### config.mk
export PLATFORM = sky130hd
export DESIGN_NAME = umi_rx_top
export DESIGN_NICKNAME = d
export VERILOG_FILES = /design/src/verilog/umi_pkg.sv /design/src/verilog/umi_cfg_pkg.sv /design/src/verilog/umi_if.sv /design/src/verilog/umi_decode.sv /design/src/verilog/umi_unpack.sv /design/src/verilog/umi_ingress.sv /design/src/verilog/umi_fifo.sv /design/src/verilog/umi_egress.sv /design/src/verilog/umi_rx_top.sv
export SDC_FILE = /design/constraint.sdc
export NUM_CORES = 1
export LEC_CHECK = 0
export BUFFER_PORTS_ARGS = -buffer_cell sky130_fd_sc_hd__buf_2
export CORE_MARGIN = 2
export CORE_UTILIZATION = 40
export DETAILED_ROUTE_END_ITERATION = 7
export PLACE_DENSITY = 0.7
export SKIP_LAST_GASP = 1
export SLEW_MARGIN = 40
export SYNTH_ARGS = -nofsm -noshare
export SYNTH_HDL_FRONTEND = slang
export SYNTH_SLANG_ARGS = --single-unit
### constraint.sdc
create_clock -name clk -period 4.72 [get_ports clk]
set_input_delay 0.472 -clock clk [delete_from_list [all_inputs] [get_ports clk]]
set_output_delay 0.472 -clock clk [all_outputs]
set_load 0.005 [all_outputs]
### src/verilog/umi_pkg.sv
package umi_pkg;

   localparam int unsigned umi_cw = 32;                 // Command and data word width

   // Requests, low priority class
   localparam logic [4:0] umi_req_invalid = 5'd0;       // Dropped at ingress
   localparam logic [4:0] umi_req_read    = 5'd2;
   localparam logic [4:0] umi_req_write   = 5'd4;       // Write that wants an ack
   localparam logic [4:0] umi_req_atomic  = 5'd6;
   localparam logic [4:0] umi_req_link    = 5'd14;      // Link layer request

   // Posted writes and responses, high priority class
   localparam logic [4:0] umi_req_posted  = 5'd1;       // Store, no ack
   localparam logic [4:0] umi_resp_read   = 5'd3;       // Load data return
   localparam logic [4:0] umi_resp_write  = 5'd5;       // Write ack
   localparam logic [4:0] umi_resp_atomic = 5'd7;
   localparam logic [4:0] umi_resp_error  = 5'd15;
   localparam logic [4:0] umi_resp_link   = 5'd31;

   // Packet as it travels between stages
   typedef struct packed {
      logic [umi_cw-1:0] cmd;                          // Command word
      logic [umi_cw-1:0] data;                         // Single data beat
   } umi_pkt_t;

   // Command word split into fields
   typedef struct packed {
      logic [4:0]        opcode;                       // cmd[4:0]
      logic [2:0]        size;                         // cmd[7:5]
      logic [7:0]        len;                          // cmd[15:8]
      logic [1:0]        prot;                         // cmd[17:16]
      logic [3:0]        qos;                          // cmd[21:18]
      logic              eom;                          // cmd[22]
      logic              eof;                          // cmd[23]
      logic              ex;                           // cmd[24]
      logic [22:0]       user;                         // Layout set by command kind
      logic [7:0]        err;                          // cmd[23:22], zero extended
      logic [umi_cw-1:0] data;
   } umi_fields_t;

endpackage

### src/verilog/umi_cfg_pkg.sv
package umi_cfg_pkg;

   // Queue depths in packets
   localparam int unsigned hi_depth = 4;                // Posted writes and responses
   localparam int unsigned lo_depth = 4;                // Requests

   // Dropped command counter
   localparam int unsigned drop_cw = 8;                 // Saturates at all ones

endpackage

### src/verilog/umi_if.sv
`timescale 1ns/100ps

// One UMI packet channel, valid/ready handshake
interface umi_if import umi_pkg::*; ();

   logic     valid;                                     // Packet offered
   logic     ready;                                     // Sink can take it
   umi_pkt_t pkt;                                       // Held while valid and not ready

   // Producer side
   modport src (
      output valid,
      output pkt,
      input  ready
   );

   // Consumer side
   modport dst (
      input  valid,
      input  pkt,
      output ready
   );

endinterface

### src/verilog/umi_decode.sv
`timescale 1ns/100ps

// Opcode classification for the unpacker and egress
module umi_decode import umi_pkg::*; (
   input  logic [4:0] opcode,
   output logic       cmd_link,                         // Link request
   output logic       cmd_link_resp,                    // Link response
   output logic       cmd_error,                        // Error response
   output logic       cmd_response                      // High class
);

   logic is_link;
   logic is_link_resp;
   logic is_error;

   always_comb begin
      is_link      = 1'b0;
      is_link_resp = 1'b0;
      is_error     = 1'b0;
      case (opcode)
         umi_req_link:   is_link      = 1'b1;
         umi_resp_link:  is_link_resp = 1'b1;
         umi_resp_error: is_error     = 1'b1;
         default:        ;                              // Ordinary user layout
      endcase
   end

   assign cmd_link      = is_link;
   assign cmd_link_resp = is_link_resp;
   assign cmd_error     = is_error;

   // Odd opcodes are posted writes and responses
   assign cmd_response  = opcode[0];

endmodule

### src/verilog/umi_unpack.sv
`timescale 1ns/100ps

module umi_unpack import umi_pkg::*; (
   input  umi_pkt_t    pkt,
   output umi_fields_t fields,
   output logic        is_response                      // Opcode in high class
);

   logic [umi_cw-1:0] cmd;
   logic              cmd_link;
   logic              cmd_link_resp;
   logic              cmd_error;

   assign cmd = pkt.cmd;

   umi_decode u_decode (
      .opcode        (cmd[4:0]),
      .cmd_link      (cmd_link),
      .cmd_link_resp (cmd_link_resp),
      .cmd_error     (cmd_error),
      .cmd_response  (is_response)
   );

   assign fields.opcode = cmd[4:0];
   assign fields.size   = cmd[7:5];                     // Unused for error and link
   assign fields.len    = cmd[15:8];                    // Unused for atomic, error, link
   assign fields.prot   = cmd[17:16];
   assign fields.qos    = cmd[21:18];
   assign fields.eom    = cmd[22];
   assign fields.eof    = cmd[23];
   assign fields.ex     = cmd[24];
   assign fields.err    = {6'd0, cmd[23:22]};           // Meaningful for responses

   // Link kinds reuse most of the word as user bits
   assign fields.user = (cmd_link | cmd_link_resp) ? {cmd[31:25], cmd[23:8]} :
                        cmd_error                  ? {8'd0, cmd[31:25], cmd[15:8]} :
                                                     {16'd0, cmd[31:25]};

   assign fields.data = pkt.data;                       // Passed through

endmodule

### src/verilog/umi_ingress.sv
`timescale 1ns/100ps

module umi_ingress import umi_pkg::*, umi_cfg_pkg::*; (
   input  logic               clk,
   input  logic               rst_n,
   input  logic               in_valid,
   output logic               in_ready,
   input  logic [umi_cw-1:0]  in_cmd,
   input  logic [umi_cw-1:0]  in_data,
   umi_if.src                 hi,
   umi_if.src                 lo,
   output logic [drop_cw-1:0] drop_count
);

   logic     slot_valid;                                // Skid slot occupied
   umi_pkt_t slot_pkt;                                  // Slot payload
   logic     slot_hi;                                   // Odd opcode, high class
   logic     slot_drain;                                // Slot empties this cycle
   logic     in_fire;                                   // Input handshake
   logic     in_invalid;                                // Opcode zero on input

   assign slot_hi    = slot_pkt.cmd[0];                 // Class from opcode bit 0
   assign slot_drain = slot_valid & (slot_hi ? hi.ready : lo.ready);
   assign in_ready   = ~slot_valid | slot_drain;        // Empty or emptying
   assign in_fire    = in_valid & in_ready;
   assign in_invalid = (in_cmd[4:0] == umi_req_invalid);

   // Steer the slot to one queue
   assign hi.valid = slot_valid & slot_hi;
   assign lo.valid = slot_valid & ~slot_hi;
   assign hi.pkt   = slot_pkt;
   assign lo.pkt   = slot_pkt;

   always_ff @(posedge clk or negedge rst_n) begin
      if (!rst_n) begin
         slot_valid <= 1'b0;
      end else if (in_fire) begin
         slot_valid <= ~in_invalid;                     // Invalid commands never stored
      end else if (slot_drain) begin
         slot_valid <= 1'b0;
      end
   end

   always_ff @(posedge clk) begin
      if (in_fire && !in_invalid) begin
         slot_pkt <= '{cmd: in_cmd, data: in_data};     // Payload, no reset
      end
   end

   always_ff @(posedge clk or negedge rst_n) begin
      if (!rst_n) begin
         drop_count <= '0;
      end else if (in_fire && in_invalid && (drop_count != {drop_cw{1'b1}})) begin
         drop_count <= drop_count + 1'b1;               // Saturating count
      end
   end

   // Nothing with opcode zero reaches a queue
   a_no_invalid_stored : assert property (@(posedge clk) disable iff (!rst_n)
      slot_valid |-> (slot_pkt.cmd[4:0] != umi_req_invalid));

endmodule

### src/verilog/umi_fifo.sv
`timescale 1ns/100ps

module umi_fifo import umi_pkg::*; #(
   parameter int unsigned depth = 4                     // Entries
) (
   input  logic clk,
   input  logic rst_n,
   umi_if.dst   wr,
   umi_if.src   rd
);

   localparam int unsigned aw = (depth > 1) ? $clog2(depth) : 1;  // Pointer width
   localparam int unsigned cw = $clog2(depth + 1);                // Count width
   localparam logic [aw-1:0] last_ptr = aw'(depth - 1);           // Wrap point
   localparam logic [cw-1:0] full_cnt = cw'(depth);

   umi_pkt_t      mem [depth];                          // Packet storage
   logic [aw-1:0] wr_ptr;
   logic [aw-1:0] rd_ptr;
   logic [cw-1:0] count;                                // Occupancy
   logic          push;
   logic          pop;

   assign wr.ready = (count != full_cnt);               // Low when full
   assign rd.valid = (count != '0);
   assign rd.pkt   = mem[rd_ptr];                       // Read straight from memory
   assign push     = wr.valid & wr.ready;
   assign pop      = rd.valid & rd.ready;

   always_ff @(posedge clk) begin
      if (push) begin
         mem[wr_ptr] <= wr.pkt;
      end
   end

   always_ff @(posedge clk or negedge rst_n) begin
      if (!rst_n) begin
         wr_ptr <= '0;
         rd_ptr <= '0;
         count  <= '0;
      end else begin
         if (push) wr_ptr <= (wr_ptr == last_ptr) ? '0 : wr_ptr + 1'b1;
         if (pop) rd_ptr <= (rd_ptr == last_ptr) ? '0 : rd_ptr + 1'b1;
         case ({push, pop})
            2'b10:   count <= count + 1'b1;
            2'b01:   count <= count - 1'b1;
            default: count <= count;                    // Idle or push with pop
         endcase
      end
   end

   a_count_bound : assert property (@(posedge clk) disable iff (!rst_n)
      count <= full_cnt);

   // Producer holds its packet until the queue takes it
   a_wr_hold : assert property (@(posedge clk) disable iff (!rst_n)
      (wr.valid && !wr.ready) |=> (wr.valid && $stable(wr.pkt)));

endmodule

### src/verilog/umi_egress.sv
`timescale 1ns/100ps

module umi_egress import umi_pkg::*; (
   input  logic        clk,
   input  logic        rst_n,
   umi_if.dst          hi,
   umi_if.dst          lo,
   output logic        out_valid,
   input  logic        out_ready,
   output umi_fields_t out_fields
);

   umi_pkt_t    sel_pkt;                                // Winner of arbitration
   umi_fields_t sel_fields;
   logic        sel_resp;                               // Winner is high class
   logic        load;                                   // Output register can take
   logic        take_hi;
   logic        take_lo;

   assign load    = ~out_valid | out_ready;             // Empty or draining
   assign take_hi = load & hi.valid;
   assign take_lo = load & ~hi.valid & lo.valid;        // Only when hi is idle

   // Strict priority, one pop per load
   assign hi.ready = load;
   assign lo.ready = load & ~hi.valid;
   assign sel_pkt  = hi.valid ? hi.pkt : lo.pkt;

   umi_unpack u_unpack (
      .pkt         (sel_pkt),
      .fields      (sel_fields),
      .is_response (sel_resp)
   );

   always_ff @(posedge clk or negedge rst_n) begin
      if (!rst_n) begin
         out_valid <= 1'b0;
      end else if (load) begin
         out_valid <= hi.valid | lo.valid;
      end
   end

   always_ff @(posedge clk) begin
      if (take_hi || take_lo) begin
         out_fields <= sel_fields;                      // Registered unpacked fields
      end
   end

   // Output holds under back-pressure
   a_out_stable : assert property (@(posedge clk) disable iff (!rst_n)
      (out_valid && !out_ready) |=> (out_valid && $stable(out_fields)));

   // Low queue only ever carries requests
   a_lo_request : assert property (@(posedge clk) disable iff (!rst_n)
      take_lo |-> !sel_resp);

endmodule

### src/verilog/umi_rx_top.sv
`timescale 1ns/100ps

module umi_rx_top import umi_pkg::*, umi_cfg_pkg::*; (
   input  logic               clk,
   input  logic               rst_n,
   input  logic               in_valid,
   output logic               in_ready,
   input  logic [umi_cw-1:0]  in_cmd,
   input  logic [umi_cw-1:0]  in_data,
   output logic [drop_cw-1:0] drop_count,
   output logic               out_valid,
   input  logic               out_ready,
   output logic [4:0]         out_opcode,
   output logic [2:0]         out_size,
   output logic [7:0]         out_len,
   output logic [1:0]         out_prot,
   output logic [3:0]         out_qos,
   output logic               out_eom,
   output logic               out_eof,
   output logic               out_ex,
   output logic [22:0]        out_user,
   output logic [7:0]         out_err,
   output logic [umi_cw-1:0]  out_data
);

   umi_fields_t out_fields;

   umi_if if_hi_in ();                                  // Ingress to high queue
   umi_if if_lo_in ();                                  // Ingress to low queue
   umi_if if_hi_out ();                                 // High queue to egress
   umi_if if_lo_out ();                                 // Low queue to egress

   umi_ingress u_ingress (
      .clk        (clk),
      .rst_n      (rst_n),
      .in_valid   (in_valid),
      .in_ready   (in_ready),
      .in_cmd     (in_cmd),
      .in_data    (in_data),
      .hi         (if_hi_in.src),
      .lo         (if_lo_in.src),
      .drop_count (drop_count)
   );

   umi_fifo #(.depth(hi_depth)) u_hi_q (
      .clk   (clk),
      .rst_n (rst_n),
      .wr    (if_hi_in.dst),
      .rd    (if_hi_out.src)
   );

   umi_fifo #(.depth(lo_depth)) u_lo_q (
      .clk   (clk),
      .rst_n (rst_n),
      .wr    (if_lo_in.dst),
      .rd    (if_lo_out.src)
   );

   umi_egress u_egress (
      .clk        (clk),
      .rst_n      (rst_n),
      .hi         (if_hi_out.dst),
      .lo         (if_lo_out.dst),
      .out_valid  (out_valid),
      .out_ready  (out_ready),
      .out_fields (out_fields)
   );

   // Fields onto plain ports
   assign out_opcode = out_fields.opcode;
   assign out_size   = out_fields.size;
   assign out_len    = out_fields.len;
   assign out_prot   = out_fields.prot;
   assign out_qos    = out_fields.qos;
   assign out_eom    = out_fields.eom;
   assign out_eof    = out_fields.eof;
   assign out_ex     = out_fields.ex;
   assign out_user   = out_fields.user;
   assign out_err    = out_fields.err;
   assign out_data   = out_fields.data;

endmodule

==> flow_summary.json <==
{
  "cap_viol_max_count": 0,
  "gp_congestion": 0.739,
  "io_pins": 166,
  "layoutNonFillerInstCount": 2319,
  "setup_viol": 0,
  "crit_cells": 6,
  "regToRegStartpoint": "u_hi_q.count[0]$_DFFE_PN0P_",
  "routed_wirelength_mm": 54.2,
  "internal-power_uw": 13100,
  "cts-root-buf": "clkbuf_16",
  "max-slew-margin-rel_pct": 42.6,
  "crit_required_ns": 5.06,
  "cp_slowest_cell": "or3_4",
  "cp_cell_sequence": "or3_4 > buf_4 > nor3b_1 > a31oi_1 > and2_1 > mux2_4",
  "worst_r2r_path_depth": 6,
  "finalPower_uw": 18400,
  "viasPerCell": 5.21,
  "synth_area_um2": 25500,
  "numCtsBuffers": 71,
  "finClkSkew_ns": 0.0212,
  "slowest_delay_ns": 0.57,
  "synthDistinctLibCells": 45,
  "wl_per_cell_um": 23.4,
  "syn_area_per_cell_um2": 21.0,
  "synth_area_leaders": "edfxtp_1, mux4_2, nand2_1",
  "overflow": 0,
  "critPathKind": "reg -> reg",
  "multi_input_area_um2": 4860,
  "critPathCapture": "u_egress.out_fields[44]$_DFFE_PP_",
  "nFillCells": 5263,
  "yosysSeqAreaShare_pct": 79.6,
  "layout_commonest_cell": "edfxtp_1",
  "antenna_found_initial": 2,
  "critical_path_buf_inv_count": 1,
  "die_x_um": 256,
  "die-area_um2": 65800,
  "finalCriticalPeriod_ns": 2.96,
  "core_um2": 63100,
  "via_count": 12100,
  "mostFrequentLayoutCells": "edfxtp_1, nand2_1, buf_2, mux4_2, clkbuf_16",
  "num_antenna_cells": 0,
  "ys_async_sr_fraction_pct": 3.53,
  "p_comb_share_pct": 23.4,
  "initial_utilization_pct": 40.4,
  "synth_edf_count": 656,
  "fmax_mhz": 338,
  "rows": 92,
  "tightest_slew_ns": 0.857,
  "seqCellArea_um2": 20300,
  "setup_tns_ns": 0,
  "yosys_warnings": 0,
  "drtAntennaViolNets": 0,
  "syn_inst": 1215,
  "start_kind": "flip-flop",
  "cp_top_family": "simple AND/OR/NAND/NOR gates",
  "grt_pass1_vias": 12700,
  "cp.arrival_ns": 3.30,
  "drive_gt1_share_pct": 29.5,
  "rsz0062_at_grt": "false",
  "drv_slew": 0,
  "period_share_pct": 62.8,
  "cts_max_level": 3,
  "clkSinkCount": 680,
  "swShare_pct": 29.1,
  "grt_max_degree": 52,
  "power.leakage_uw": 0.0102,
  "synth_top_area_share_pct": 77.3,
  "max-vdd-ir-drop_mv": 0.405,
  "yosys.area.top_type": "edfxtp_1",
  "rrSetupSlack_ns": 1.76,
  "first_pass_iters": 5,
  "grt_first_pass_wirelength_mm": 80.6,
  "synth-main-ff-cell": "edfxtp_1",
  "grt_usage_pct": 16.6,
  "hold_violations": 0,
  "portBuffers": 159,
  "hold_class": "in -> reg",
  "powerDensity_nw_per_um2": 622,
  "syn2layout_area_growth_pct": 16.1,
  "p_clk_share_pct": 28.9,
  "die_y_um": 256,
  "end_kind": "flip-flop",
  "outcome": "completed",
  "cp_max_fo": 37,
  "fin_nets": 1507,
  "cts-resized-gates": 0,
  "tritoncts": "yes",
  "clk-insertion-delay-late_ns": 0.61,
  "sequentialPowerShare_pct": 47.7,
  "crit_start": "u_hi_q.count[0]$_DFFE_PN0P_",
  "place_inst": 2193,
  "p_switching_uw": 5350,
  "drtIter0Drc": 1099,
  "r2r-end": "u_egress.out_fields[44]$_DFFE_PP_",
  "clkTransAtPathRegs_ns": 0.06,
  "hpwlAfterDp_mm": 31.8,
  "cts.path.max_buffers": 3,
  "synth_seq_cells": 680,
  "drcViolationCount": 0
}
synth_stat cells, types with 2 or more instances:
cell type,n
nand4_1,3
and4_1,3
mux4_2,123
nand2_1,184
buf_1,8
buf_4,13
buf_2,15
and3_1,7
mux2_2,7
and2_1,9
a31oi_1,2
xnor2_1,8
nor3_1,3
mux4_1,4
buf_6,4
a21oi_1,9
edfxtp_1,656
ha_1,13
mux2i_1,14
xor2_1,12
nor2b_1,2
inv_1,20
dfrtp_1,24
or3_1,4
clkbuf_1,15
o211ai_1,8
mux2_4,6
a211o_1,2
nor2_1,15
fa_1,2
o21ai_0,6
per-stage QoR:
| stage | area, um2 | worst slack [ns] | util [%] | hold slack (ns) |
|---|---|---|---|---|
| floorplan | 25500 | 0.392 | - | 0.176 |
| global placement | 27300 | 1.88 | 43.3 | 0.472 |
| detailed placement | 27300 | 1.79 | 43.3 | 0.472 |
| CTS | 29600 | 1.76 | 46.8 | 0.000414 |
| global route | 29600 | 1.66 | 46.9 | 0.00876 |
| finish | 29600 | 1.76 | 46.9 | 0.0392 |
worst min-delay path by stage:
stage	slack [ns]	start	endpoint	cells after the start
floorplan	0.18	rst_n	u_egress.out_valid$_DFFE_PN0N_	0
global placement	0.47	u_ingress.drop_count[5]$_DFFE_PN0P_	u_ingress.drop_count[5]$_DFFE_PN0P_	1
detailed placement	0.47	u_ingress.drop_count[5]$_DFFE_PN0P_	u_ingress.drop_count[5]$_DFFE_PN0P_	1
CTS	0.0004	in_cmd[5]	u_ingress.hi.pkt[37]$_DFFE_PP_	1
global route	0.009	in_data[12]	u_ingress.hi.pkt[12]$_DFFE_PP_	1
finish	0.04	in_cmd[5]	u_ingress.hi.pkt[37]$_DFFE_PP_	1
power by group through the flow:
stage	logic (uW)	registers [uW]	clock network (uW)
2_1_floorplan	3120	8470	0
3_3_place_gp	4260	8870	0
3_5_place_dp	4360	8920	0
4_1_cts	4370	8810	5440
5_1_grt	4690	8900	5670
6_report	4300	8780	5320
layout make-up:
type                            instances  area share [%]
Clock buffer                           93            6.49
Inverter                               20           0.254
Sequential cell                       680            68.7
Tap cell                              846            3.58
Timing Repair Buffer                  187            3.59
Multi-Input combinational cell        464            16.4
Clock inverter                         29            1.00
logic make-up after synthesis:
logic type | after synthesis | share of synthesized area (%)
compound gates | 31 | 0.800
other cells | 1 | 0.0147
xor+xnor | 20 | 0.687
fa+ha+maj | 15 | 0.795
mux | 155 | 12.6
simple gates | 237 | 3.91
flops | 680 | 79.6
buf+inv | 76 | 1.57
timing repair:
action | in CTS | in global routing
hold buffers | 2 | 0
hold endpoints to repair | 25 | 0
setup buffers | 0 | 0
flip-flops by register name (all words and copies together) (netlist names):
| name | flops |
|---|---|
| u_lo_q.rd_ptr | 2 |
| u_lo_q.wr_ptr | 2 |
| u_lo_q.count | 3 |
| u_hi_q.wr_ptr | 2 |
| u_egress.out_fields | 80 |
| u_hi_q.mem | 256 |
| u_hi_q.count | 3 |
| u_lo_q.mem | 256 |
| u_egress.out_valid | 1 |
| u_ingress.drop_count | 8 |
| u_ingress.hi.pkt | 64 |
| u_ingress.slot_valid | 1 |
| u_hi_q.rd_ptr | 2 |
per-layer routing:
layer	GRT usage, %	wire (um)	part of all wire (%)
met2	27.5	27000	50
met4	4.65	1200	2.2
met3	3.71	3490	6.4
met5	0	13	0.024
met1	22.2	22400	41
worst register-to-register path, delay by kind of cell, from the launching register on:
family / cells / cell delay, ns
AO/OA/AOI/OAI: 1 / 0.21
buffers and inverters: 1 / 0.52
flip-flops: 1 / 0.46
multiplexers: 1 / 0.35
AND/OR/NAND/NOR: 3 / 1.16
Power figures use the tool's default switching activity.
